$ cat config.mk
export PLATFORM = sky130hd
export DESIGN_NAME = icache_refill
export DESIGN_NICKNAME = d
export VERILOG_FILES = /design/src/hdl/icache_cfg_pkg.sv /design/src/hdl/icache_bus_pkg.sv /design/src/hdl/icache_refill.sv
export SDC_FILE = /design/constraint.sdc
export NUM_CORES = 1
export LEC_CHECK = 0
export BUFFER_PORTS_ARGS = -buffer_cell sky130_fd_sc_hd__buf_4
export CAP_MARGIN = 10
export CELL_PAD_IN_SITES_DETAIL_PLACEMENT = 1
export CELL_PAD_IN_SITES_GLOBAL_PLACEMENT = 2
export CORE_AREA = 4 4 446 448
export CTS_CLUSTER_DIAMETER = 80
export DETAILED_ROUTE_END_ITERATION = 7
export DIE_AREA = 0 0 450 452
export GPL_ROUTABILITY_DRIVEN = 0
export GPL_TIMING_DRIVEN = 0
export HOLD_SLACK_MARGIN = 0.02
export PLACE_DENSITY = 0.37
export SYNTH_ARGS = -nofsm -noshare
export SYNTH_HDL_FRONTEND = slang
export SYNTH_SLANG_ARGS = --single-unit
$ cat constraint.sdc
create_clock -name clk_i -period 57.4 [get_ports clk_i]
set_clock_uncertainty 0.2 [all_clocks]
set_input_delay 11.48 -clock clk_i [delete_from_list [all_inputs] [get_ports clk_i]]
set_output_delay 11.48 -clock clk_i [all_outputs]
set_load 0.05 [all_outputs]
$ cat src/hdl/icache_cfg_pkg.sv
package icache_cfg_pkg;

    // ------------------------------------------------------------
    // cache geometry, 16 KB 4-way
    // ------------------------------------------------------------
    localparam int unsigned PADDR_W    = 32;
    localparam int unsigned LINE_BYTES = 64;
    localparam int unsigned N_WAYS     = 4;
    localparam int unsigned N_SETS     = 64;                  // 16 KB / 4 ways / 64 B
    localparam int unsigned OFFSET_W   = $clog2(LINE_BYTES);  // byte offset in a line
    localparam int unsigned INDEX_W    = $clog2(N_SETS);
    localparam int unsigned TAG_W      = PADDR_W - INDEX_W - OFFSET_W;

    // fetch word and line widths
    localparam int unsigned FETCH_W    = 128;
    localparam int unsigned LINE_W     = LINE_BYTES * 8;
    localparam int unsigned WORD_SEL_W = $clog2(LINE_W / FETCH_W);  // paddr[5:4]

    // ------------------------------------------------------------
    // vector types
    // ------------------------------------------------------------
    typedef logic [PADDR_W-1:0]        paddr_t;
    typedef logic [TAG_W-1:0]          tag_t;
    typedef logic [INDEX_W-1:0]        index_t;

    // way number and one bit per way
    typedef logic [$clog2(N_WAYS)-1:0] way_t;
    typedef logic [N_WAYS-1:0]         way_mask_t;

    typedef logic [FETCH_W-1:0]        fetch_t;
    typedef logic [LINE_W-1:0]         line_t;

endpackage

$ cat src/hdl/icache_bus_pkg.sv
package icache_bus_pkg;

    import icache_cfg_pkg::*;

    // ------------------------------------------------------------
    // core, next-level and internal channels
    // ------------------------------------------------------------
    typedef struct packed {
        paddr_t paddr;
    } core_req_t;

    typedef struct packed {
        fetch_t data;
        paddr_t paddr;    // address the word was fetched for
    } core_resp_t;

    typedef struct packed {
        paddr_t paddr;    // low offset bits always zero
    } fill_req_t;

    typedef struct packed {
        line_t line;
    } fill_resp_t;

    typedef struct packed {
        index_t index;
    } inval_req_t;

    // lookup to refill on a miss
    typedef struct packed {
        paddr_t    paddr;
        way_mask_t valid;   // valid bits of the set at lookup time
    } miss_t;

    // ------------------------------------------------------------
    // shared array ports
    // ------------------------------------------------------------
    typedef struct packed {
        index_t index;
    } arr_rd_t;

    typedef struct packed {
        index_t index;
        way_t   way;
        tag_t   tag;
        line_t  line;
        logic   inval;    // clear the whole set, tag and line ignored
    } arr_wr_t;

    typedef struct packed {
        tag_t  [N_WAYS-1:0] tags;
        line_t [N_WAYS-1:0] lines;
        way_mask_t          valid;
    } arr_rdata_t;

    typedef enum logic [1:0] {
        LK_IDLE,
        LK_READ,
        LK_COMPARE,
        LK_WAIT_FILL
    } lookup_state_e;

    typedef enum logic [2:0] {
        RF_IDLE,
        RF_REQUEST,
        RF_WAIT_LINE,
        RF_WRITE,
        RF_DONE
    } refill_state_e;

endpackage

$ cat src/hdl/icache_refill.sv
module icache_refill
    import icache_cfg_pkg::*, icache_bus_pkg::*;
(
    input  logic       clk_i,
    input  logic       arst_n_i,
    // miss from lookup
    input  logic       miss_valid_i,
    output logic       miss_ready_o,
    input  miss_t      miss_i,
    output logic       fill_done_o,
    // next level
    output logic       fill_req_valid_o,
    input  logic       fill_req_ready_i,
    output fill_req_t  fill_req_o,
    input  logic       fill_resp_valid_i,
    input  fill_resp_t fill_resp_i,
    input  logic       inval_valid_i,
    output logic       inval_ready_o,
    input  inval_req_t inval_i,
    // shared array
    output logic       arr_req_o,
    output arr_wr_t    arr_wr_o,
    input  logic       arr_gnt_i
);

    refill_state_e state_q;
    refill_state_e state_d;

    logic      is_inval_q;         // current write is a set invalidation
    tag_t      tag_q;
    index_t    idx_q;
    way_mask_t vmask_q;
    line_t     line_q;

    way_t [N_SETS-1:0] rr_q;       // round-robin pointer per set
    way_t      victim;
    logic      inval_acc;
    logic      miss_acc;
    logic      wr_done;

    // invalidation first, the miss waits one cycle
    assign inval_ready_o = (state_q == RF_IDLE);
    assign miss_ready_o  = (state_q == RF_IDLE) && !inval_valid_i;
    assign inval_acc     = inval_valid_i && inval_ready_o;
    assign miss_acc      = miss_valid_i && miss_ready_o;
    assign wr_done       = arr_req_o && arr_gnt_i;

    // ------------------------------------------------------------
    // victim, lowest invalid way else round robin
    // ------------------------------------------------------------
    always_comb begin
        victim = rr_q[idx_q];
        for (int w = N_WAYS - 1; w >= 0; w--) begin
            if (!vmask_q[w]) victim = way_t'(w);
        end
    end

    assign fill_req_valid_o = (state_q == RF_REQUEST);
    assign arr_req_o        = (state_q == RF_WRITE);
    assign fill_done_o      = (state_q == RF_DONE);

    assign fill_req_o = '{paddr: {tag_q, idx_q, {OFFSET_W{1'b0}}}};
    assign arr_wr_o   = '{index: idx_q, way: victim, tag: tag_q,
                          line: line_q, inval: is_inval_q};

    always_comb begin
        state_d = state_q;
        unique case (state_q)
            RF_IDLE: begin
                if (inval_acc) begin
                    state_d = RF_WRITE;
                end else if (miss_acc) begin
                    state_d = RF_REQUEST;
                end
            end
            RF_REQUEST:   if (fill_req_ready_i) state_d = RF_WAIT_LINE;
            RF_WAIT_LINE: if (fill_resp_valid_i) state_d = RF_WRITE;
            RF_WRITE:     if (arr_gnt_i) state_d = is_inval_q ? RF_IDLE : RF_DONE;
            RF_DONE:      state_d = RF_IDLE;    // fill_done pulse
            default:      state_d = RF_IDLE;
        endcase
    end

    always_ff @(posedge clk_i or negedge arst_n_i) begin
        if (!arst_n_i) begin
            state_q    <= RF_IDLE;
            is_inval_q <= 1'b0;
            rr_q       <= '0;
        end else begin
            state_q <= state_d;
            if (inval_acc) begin
                is_inval_q <= 1'b1;
            end else if (miss_acc) begin
                is_inval_q <= 1'b0;
            end
            if (wr_done && !is_inval_q && (&vmask_q)) begin
                rr_q[idx_q] <= rr_q[idx_q] + 1'b1;   // advance only on replacement
            end
        end
    end

    always_ff @(posedge clk_i) begin
        if (inval_acc) begin
            idx_q <= inval_i.index;
        end else if (miss_acc) begin
            tag_q   <= miss_i.paddr[PADDR_W-1 -: TAG_W];
            idx_q   <= miss_i.paddr[OFFSET_W +: INDEX_W];
            vmask_q <= miss_i.valid;
        end
        if ((state_q == RF_WAIT_LINE) && fill_resp_valid_i) line_q <= fill_resp_i.line;
    end

    a_fill_req_stable: assert property (@(posedge clk_i) disable iff (!arst_n_i)
        fill_req_valid_o && !fill_req_ready_i |=> fill_req_valid_o && $stable(fill_req_o));

endmodule

==> results of run 1 <==
==> power by group through the flow <==
stage          Sequential, mW  Clock (mW)  Combinational [mW]
2_1_floorplan           0.986           0              0.0844
4_1_cts                 0.658       0.620               0.581
5_1_grt                 0.663       0.640               0.590
3_5_place_dp            0.665           0               0.581
3_3_place_gp            0.812           0               0.552
6_report                0.656       0.590               0.564
==> cell families (layout without fill, tap and decap cells) <==
group	count (synthesis)	after routing	share of synthesized area, %
AO/OA/AOI/OAI	31	31	1.02
multiplexers	179	179	9.60
XOR/XNOR	1	1	0.119
buffers and inverters	79	1423	2.14
other	1	10	0.0162
AND/OR/NAND/NOR	130	130	2.55
flip-flops	674	674	84.6
==> per-layer routing <==
metal | global-route usage (%) | vias up | share of wire [%]
met5 | 0 | - | 0.089
met1 | 13.0 | 7953 | 34
met2 | 25.1 | 641 | 55
met3 | 5.43 | 233 | 8.1
li1 | - | 6736 | -
met4 | 2.85 | 20 | 2.5
==> registers in the layout (all words and copies together), names as in the netlist <==
register / flops
idx_q: 6
is_inval_q: 1
vmask_q: 4
state_q: 3
line_q: 512
tag_q: 20
rr_q: 128
==> cell type report <==
class	count	share of cell area, %
diodes	4	0.0260
plain buffers	73	1.23
clock buffers	126	6.69
clock inverters	46	1.32
inverters	6	0.0585
multi-input cells	347	8.12
flip-flops and latches	674	50.8
well taps	2542	8.26
repair buffers	1172	23.5
==> layout by cell type, fill, tap and decap left out, types with 5 or more instances in the layout <==
cell type	count
dfrtp_1	132
mux4_2	21
buf_6	43
inv_6	7
clkinv_1	11
nor3_1	7
nand2_1	84
edfxtp_1	542
nor2_1	7
mux2_2	124
buf_4	1159
clkbuf_16	98
mux2i_1	23
inv_1	5
mux2_1	11
buf_2	9
and2_1	6
clkinv_2	12
clkbuf_1	48
bufinv_16	5
conb_1	6
buf_8	11
==> through the flow <==
step,hold slack (ns),power (mW),utilization [%],cells
CTS,0.301,1.86,19.8,4986
detailed placement,0.289,1.25,18.2,4814
floorplan,0.259,1.07,-,1100
finish,0.296,1.81,19.8,4990
global route,0.317,1.89,19.8,4987
global placement,0.272,1.36,17.9,4768
==> final timing paths <==
path	slack, ns	to	from	cells after the start
setup reg to reg	53.19	rr_q[106]	idx_q[0]	11
hold reg to reg	0.30	rr_q[1]	rr_q[1]	1
setup / recovery	33.42	miss_ready_o	inval_valid_i	3
hold / removal	0.30	rr_q[1]	rr_q[1]	1
min in group asynchronous	10.54	rr_q[56]	arst_n_i	1
max in group asynchronous	45.64	rr_q[112]	arst_n_i	2
==> key figures, run 1 <==
Placed design
  – Worst Setup Slack post-DPL: between 30 and 40 ns
  – Post-DP HPWL: 115 mm
  – Number of port buffers: 1,126
  – Placed Area: 35,400 µm²

STA
  – Slew headroom: approximately 25%
  – Fin. max-slew vios: 0
  – Final worst slack: 33.42 ns
  – Fmax: 41.7 MHz
  – Setup TNS: 0 ns
  – Final Cycle Share: 41.8%
  – RSZ-0062 raised after global routing: false
  – Final setup viols: 0
  – Final worst path period need: 23.98 ns
  – Worst Tran Pin Value: 1.13 ns
  – Hold Violations, Final: 0

Power
  – PwrDens: 47.0 nW/µm²
  – P_sw: 0.691 mW
  – Int Pwr: around 1.1 mW
  – Peak VDD IR: 0.0000250 V
  – Clock power share: 32.6%
  – Static Leak: 15.7 nW
  – Sw Share: 38.2%
  – Comb pwr share: a little under a third
  – Sequential power share: 36.2%

Finish
  – Fillers: 21,561
  – Final instance area: 38,500 µm²
  – Reg area: 19,600 µm²
  – Final #Nets: 2,931
  – Area occupied by multi-input gates: 3130 µm²
  – Synth-to-Final Area Change: 66.3%
  – Share of layout cells above drive strength 1: slightly above 60%

Clock tree
  – Postcts setup bufs: 0
  – Clock slew at reported path FFs: 0.06 ns
  – Clk sinks: around 670
  – CTS resizes: 0
  – CTS Buffer Depth: 3
  – TritonCTS Buffers: 96
  – CTS tree: built
  – Clock Latency Late Sink: 0.71 ns
  – # H-tree levels: 3
  – CTS root buffer: clkbuf_16
  – Hold-fix buffers, CTS: 0

Synthesis
  – Top_reg_cell synth: edfxtp_1
  – Yosys reg bits: 674
  – Dominant cell type by area after synthesis: edfxtp_1
  – FFs w/ async S/R, synth: slightly below 20%
  – Syn avg cell area: 21.1 µm²
  – Number of synthesized flops with an enable pin: 542
  – Top cell type's share of synthesized area: 70.3%
  – Mapped Cells: 1,095
  – Seq/Total Area, Yosys: 84.6%
  – Post-synth top cells: edfxtp_1 (542), dfrtp_1 (132), mux2_2 (124)
  – Top-count cell post-synth: edfxtp_1
  – Post-synth cell types: 45
  – Ys Warns: 0
  – Synthesized area: between 20,000 and 25,000 µm²
  – Dominant cells by area after synthesis: edfxtp_1 (70%), dfrtp_1 (14%), mux2_2 (6.0%)

Setup path
  – WS Path Type: in2out
  – Crit path buf inv count: 2
  – Crit path top cell by count: buf_4
  – Crit path capture type: output pin
  – CP max-delay cell: nor4_1
  – CP peak stage delay: ~0.39 ns
  – Startpoint Class: input port
  – CP Data Required Time: 45.72 ns
  – Crit-path leading delay family: buffers and inverters
  – Crit path cell chain: buf_4, nor4_1, buf_4
  – WP data arrival: 12.30 ns
  – CP max FO: 3

Job
  – Max_cap viols: 0

Floorplanning
  – Row count: 162
  – Initial core utilization: 11.9%
  – Core area: 195,000 µm²
  – Die Width: 450 µm
  – Io pins: 1,139
  – DIE HEIGHT: roughly 450 µm
  – Die area: roughly 200,000 µm²

Global routing
  – First-pass GRT wire length: 178 mm
  – GRT Overall Usage: 13.0%
  – Vias in the first global route: 17,638
  – Grt ovf: 0
  – Largest net degree at the start of global routing: 70
  – Initial antenna violation count: 59

Hold path
  – Worst Hold Class: reg2reg

Routing
  – Drt drc: 0
  – Routed len/inst: 27.6 µm
  – Antenna Nets Post-Route: 0
  – Initial DRC count: 794
  – DRT Wirelength: roughly 140 mm
  – Via Count: 15,583
  – Pre-Repair DR Iteration Count: 4
  – Via/cell ratio: between 3 and 4

Run status
  – Status: finished, final reports clean
Power figures use the tool's default switching activity.
==> run 2, diff against run 1 <==
==> constraint.sdc (replaced) <==
create_clock -name clk_i -period 23.1 [get_ports clk_i]
set_clock_uncertainty 0.2 [all_clocks]
set_input_delay 4.62 -clock clk_i [delete_from_list [all_inputs] [get_ports clk_i]]
set_output_delay 4.62 -clock clk_i [all_outputs]
set_load 0.05 [all_outputs]
==> key figures, run 2 (synthesis results as in run 1) <==
STA
  – Final setup viols: 0 (unchanged)
  – Hold Violations, Final: 0 (unchanged)
  – Worst Tran Pin Value: 1.11 ns (-0.0224 ns)
  – Fin. max-slew vios: 0 (unchanged)
  – Final Cycle Share: 44.4%
  – Fmax: 97.4 MHz
  – Slew headroom: 25.9% (+1.3 points)
  – Final worst path period need: 10.26 ns
  – Final worst slack: 12.84 ns (-20.59 ns)
  – RSZ-0062 raised after global routing: false

Clock tree
  – Postcts setup bufs: 0 (unchanged)
  – Hold-fix buffers, CTS: 0 (unchanged)
  – CTS Buffer Depth: 3 (unchanged)
  – Clock Latency Late Sink: 0.71 ns (about the same)
  – TritonCTS Buffers: 97 (+1.0%)
  – Clock slew at reported path FFs: 0.06 ns (about the same)
  – # H-tree levels: 3 (unchanged)
  – CTS tree: built
  – CTS resizes: 0 (unchanged)
  – Clk sinks: 674 (unchanged)
  – CTS root buffer: clkbuf_16

Job
  – Max_cap viols: 0 (unchanged)

Setup path
  – CP Data Required Time: 18.28 ns (-27.44 ns)
  – Crit path capture type: output pin
  – Reg2reg start: state_q[1]
  – CP max-delay cell: nor4_1
  – Crit path top cell by count: buf_4
  – WP data arrival: 5.44 ns (-6.86 ns)
  – R2r endpoint: line_q[471]
  – Crit path buf inv count: 2 (unchanged)
  – CP peak stage delay: 0.39 ns (about the same)
  – Crit-path leading delay family: buffers and inverters
  – R2R Setup Slk: 18.79 ns (-34.40 ns)
  – Startpoint Class: input port
  – Worst Reg2Reg Path Length in Cells: 14 (+3)
  – WS Path Type: in2out
  – Crit path cell chain: buf_4, nor4_1, buf_4
  – CP max FO: 3 (unchanged)

Global routing
  – Grt ovf: 0 (unchanged)
  – Vias in the first global route: 17,819 (+1.0%)
  – Initial antenna violation count: 79 (+34%)
  – First-pass GRT wire length: 180 mm (+1.2%)
  – Largest net degree at the start of global routing: 74 (+5.7%)
  – GRT Overall Usage: 13.3% (+0.25 points)

Power
  – Static Leak: 15.7 nW (+0.16%)
  – Sequential power share: 36.2% (about the same)
  – Peak VDD IR: 0.0000553 V (+120%)
  – Int Pwr: 2.78 mW (+150%)
  – Clock power share: 32.6% (about the same)
  – Total chip power: 4.50 mW (+150%)
  – Comb pwr share: 31.2% (about the same)
  – P_sw: 1.72 mW (+150%)
  – PwrDens: 117 nW/µm² (+150%)
  – Sw Share: 38.3% (+0.11 points)

Routing
  – Antenna Nets Post-Route: 0 (unchanged)
  – Drt drc: 0 (unchanged)
  – Routed len/inst: 27.9 µm (+1.1%)
  – Via Count: 15,744 (+1.0%)
  – Via/cell ratio: 3.15 (+0.83%)
  – Initial DRC count: 791 (-0.38%)
  – Pre-Repair DR Iteration Count: 4 (unchanged)
  – DRT Wirelength: 139 mm (+1.3%)

Finish
  – Reg area: 19,600 µm² (unchanged)
  – Largest register FFs: 512 (unchanged)
  – Synth-to-Final Area Change: 66.5%
  – Biggest register: line_q
  – Share of layout cells above drive strength 1: 62.2% (+0.25 points)
  – Largest regs: line_q x512, rr_q x128, tag_q x20
  – Cell Count, Final, Fillers Out: 5,000 (+0.20%)
  – Area occupied by multi-input gates: 3130 µm² (unchanged)
  – Commonest non-fill, non-tap cells in the layout: buf_4 (1,159), edfxtp_1 (542), dfrtp_1 (132)
  – Commonest non-fill, non-tap cell in the layout: buf_4
  – Final #Nets: 2,932 (+0.034%)
  – Fillers: 21,489 (-0.33%)

Hold path
  – Hold path start: rr_q[81]
  – Min-Delay Endpoint: rr_q[81]
  – Worst hold stages: 1 (unchanged)
  – Worst Hold Class: reg2reg

Floorplanning
  – Initial core utilization: 11.9% (unchanged)
  – Row count: 162 (unchanged)
  – Die Width: 450 µm (unchanged)
  – Core area: 195,000 µm² (unchanged)
  – Io pins: 1,139 (unchanged)
  – Die area: 203,000 µm² (unchanged)
  – DIE HEIGHT: 452 µm (unchanged)

Placed design
  – Number of port buffers: 1,126 (unchanged)
  – Worst Setup Slack post-DPL: 12.85 ns (-20.57 ns)
  – Post-DP HPWL: 117 mm (+1.6%)
  – Placed Cells: 4,813 (-0.021%)

Run status
  – Status: finished, final reports clean
-- run 2: final cells by class --
| cell class | count | area share (%) |
|---|---|---|
| antenna | 11 | 0.0714 |
| buffer | 73 | 1.23 |
| clock buffer | 120 | 6.70 |
| clock inverter | 55 | 1.39 |
| inverter | 6 | 0.0584 |
| multi-input combinational | 347 | 8.11 |
| sequential | 674 | 50.8 |
| tap | 2542 | 8.25 |
| timing repair buffer | 1172 | 23.4 |
-- run 2: through the flow --
stage / area [µm²] / hold slack (ns) / util [%] / TNS (ns)
final: 38600 / 0.292 / 19.8 / 0
after global routing: 38500 / 0.314 / 19.8 / 0
after CTS: 38500 / 0.298 / 19.8 / 0
after detailed placement: 35400 / 0.281 / 18.2 / 0
after global placement: 34800 / 0.273 / 17.9 / -4012.22
after floorplan: 23200 / 0.259 / - / 0
-- run 2: power groups by stage --
stage	sequential [mW]	clock (mW)	combinational, mW
after global routing	1.65	1.60	1.47
after CTS	1.63	1.55	1.45
after detailed placement	1.65	0	1.45
after floorplan	2.35	0	0.211
after global placement	1.87	0	1.38
final	1.63	1.47	1.40
-- run 2: worst max-delay path by stage --
stage,startpoint,endpoint,slack (ns),cells after the start
2_1_floorplan,fill_resp_valid_i,line_q[0],1.50,2
3_3_place_gp,fill_resp_valid_i,line_q[327],-7.98,3
3_5_place_dp,inval_valid_i,miss_ready_o,12.85,3
4_1_cts,inval_valid_i,miss_ready_o,12.83,3
5_1_grt,inval_valid_i,miss_ready_o,12.79,3
6_report,inval_valid_i,miss_ready_o,12.84,3
-- run 2: per-layer routing --
metal	vias to the layer above	global-route usage, %	share of wire [%]
met5	-	0	0.18
met4	38	2.85	2.4
met3	271	6.72	10
met2	660	25.4	55
met1	7995	12.6	32
li1	6780	-	-
==> run 3, diff against run 2 <==
==> constraint.sdc (replaced) <==
create_clock -name clk_i -period 9.9 [get_ports clk_i]
set_clock_uncertainty 0.2 [all_clocks]
set_input_delay 1.98 -clock clk_i [delete_from_list [all_inputs] [get_ports clk_i]]
set_output_delay 1.98 -clock clk_i [all_outputs]
set_load 0.05 [all_outputs]
==> key figures, run 3 (synthesis results as in run 1) <==
Setup path
  – WS Path Type: reg2out
  – Crit path buf inv count: 4 (+2)
  – CP peak stage delay: 0.61 ns (+0.22 ns)
  – Crit path cell chain: clkbuf_1, buf_2, nor2b_1, nand2_1, o2111ai_1, nand4_1, nor3_2, clkbuf_1, a21bo_2, a21boi_0, buf_4
  – Crit-path leading delay family: buffers and inverters
  – WP data arrival: 4.63 ns (-0.81 ns)
  – CP max-delay cell: nor2b_1
  – CP Data Required Time: 7.72 ns (-10.56 ns)
  – CP max FO: 10 (+7)
  – Crit path top cell by count: clkbuf_1
  – Crit path capture type: output pin
  – Startpoint Class: register

Placed design
  – Placed Area: 35,400 µm² (about the same)
  – Number of port buffers: 1,126 (unchanged)
  – Placed Cells: 4,811 (-0.042%)
  – Post-DP HPWL: 115 mm (-1.9%)

Power
  – Total chip power: 10.4 mW (+130%)
  – Static Leak: 15.6 nW (-0.36%)
  – PwrDens: 271 nW/µm² (+130%)
  – Peak VDD IR: 0.000126 V (+130%)

Floorplanning
  – Die area: 203,000 µm² (unchanged)
  – Initial core utilization: 11.9% (unchanged)
  – Io pins: 1,139 (unchanged)
  – DIE HEIGHT: 452 µm (unchanged)
  – Die Width: 450 µm (unchanged)
  – Core area: 195,000 µm² (unchanged)
  – Row count: 162 (unchanged)

Finish
  – Reg area: 19,600 µm² (unchanged)
  – Final #Nets: 2,929 (-0.10%)
  – Commonest non-fill, non-tap cells in the layout: buf_4 (1,159), edfxtp_1 (542), dfrtp_1 (132)
  – Fillers: 21,551 (+0.29%)
  – Share of layout cells above drive strength 1: 61.8% (-0.39 points)
  – Synth-to-Final Area Change: 66.1%
  – Final instance area: 38,500 µm² (-0.26%)
  – Commonest non-fill, non-tap cell in the layout: buf_4
  – Largest regs: line_q x512, rr_q x128, tag_q x20
  – Area occupied by multi-input gates: 3130 µm² (unchanged)
  – Largest register FFs: 512 (unchanged)
  – Cell Count, Final, Fillers Out: 4,994 (-0.12%)
  – Biggest register: line_q

Routing
  – Pre-Repair DR Iteration Count: 5 (+1)
  – DRT Wirelength: 137 mm (-1.8%)
  – Via Count: 15,615 (-0.82%)
  – Antenna Nets Post-Route: 0 (unchanged)
  – Via/cell ratio: 3.13 (-0.70%)
  – Drt drc: 0 (unchanged)
  – Routed len/inst: 27.4 µm (-1.7%)
  – Initial DRC count: 765 (-3.3%)

Clock tree
  – CTS root buffer: clkbuf_16
  – CTS Buffer Depth: 3 (unchanged)
  – CTS resizes: 0 (unchanged)
  – CTS tree: built
  – Clock Latency Late Sink: 0.70 ns (about the same)
  – # H-tree levels: 3 (unchanged)
  – Hold-fix buffers, CTS: 0 (unchanged)
  – Postcts setup bufs: 0 (unchanged)
  – Clock slew at reported path FFs: 0.05 ns (about the same)
  – Clk sinks: 674 (unchanged)
  – TritonCTS Buffers: 97 (unchanged)

Run status
  – Status: finished, final reports clean

STA
  – Fin. max-slew vios: 0 (unchanged)
  – Final Cycle Share: 68.8%
  – Final setup viols: 0 (unchanged)
  – Hold Violations, Final: 0 (unchanged)
  – RSZ-0062 raised after global routing: false
  – Final worst path period need: roughly 6.8 ns
  – Slew headroom: 28.1% (+2.2 points)
  – Worst Tran Pin Value: 1.08 ns (-0.0307 ns)
  – Fmax: 147 MHz

Global routing
  – Grt ovf: 0 (unchanged)
  – GRT Overall Usage: 13.0% (-0.32 points)
  – Largest net degree at the start of global routing: 75 (+1.4%)
  – Vias in the first global route: 17,702 (-0.66%)
  – First-pass GRT wire length: 176 mm (-2.1%)
  – Initial antenna violation count: 76 (-3.8%)

Hold path
  – Worst Hold Class: reg2reg

Job
  – Max_cap viols: 0 (unchanged)
run 3: changes by cell type in the layout (fill, tap and decap cells not counted), moves of 2 or more:
cell	previous run	this run
clkinv_2	15	11
clkinv_1	15	18
buf_8	12	10
bufinv_16	4	6
diode_2	11	9
clkbuf_1	39	45
clkbuf_8	5	2
run 3: path summary, 6_finish.rpt:
kind / start / end / slack [ns] / cells after the start
worst max-delay path: idx_q[1] / arr_wr_o[533] / 3.09 / 11
worst min-delay path: rr_q[111] / rr_q[111] / 0.29 / 1
worst max register to register: idx_q[1] / rr_q[110] / 5.66 / 10
worst min register to register: rr_q[111] / rr_q[111] / 0.29 / 1
max in group asynchronous: arst_n_i / rr_q[95] / 7.63 / 2
min in group asynchronous: arst_n_i / rr_q[57] / 1.07 / 1
run 3: cell type report:
type                    count  area share (%)
flip-flops and latches    674            50.9
repair buffers           1169            23.4
well taps                2542            8.27
multi-input cells         347            8.13
clock buffers             122            6.61
clock inverters            52            1.33
plain buffers              73            1.23
inverters                   6          0.0911
diodes                      9          0.0586
run 3: layer usage:
| layer | global-route usage [%] | vias to the layer above | routed length [µm] |
|---|---|---|---|
| li1 | - | 6761 | - |
| met1 | 12.6 | 7946 | 45400 |
| met2 | 25.5 | 648 | 77500 |
| met3 | 4.90 | 242 | 10600 |
| met4 | 3.21 | 18 | 3410 |
| met5 | 0 | - | 115 |
run 3: metrics by stage:
step                worst slack (ns)  hold slack, ns  util, %  setup TNS [ns]
floorplan                      -8.84           0.259        -        -4526.67
global placement              -18.21           0.269     17.9        -9239.64
detailed placement              3.58           0.286     18.2               0
CTS                             2.75           0.298     19.8               0
global route                    2.66           0.306     19.8               0
finish                          3.09           0.293     19.8               0
run 3: power breakdown:
group	internal, mW	switching (mW)	total [mW]
clock network	1.98	1.40	3.38
registers	3.64	0.170	3.81
logic	0.854	2.38	3.23
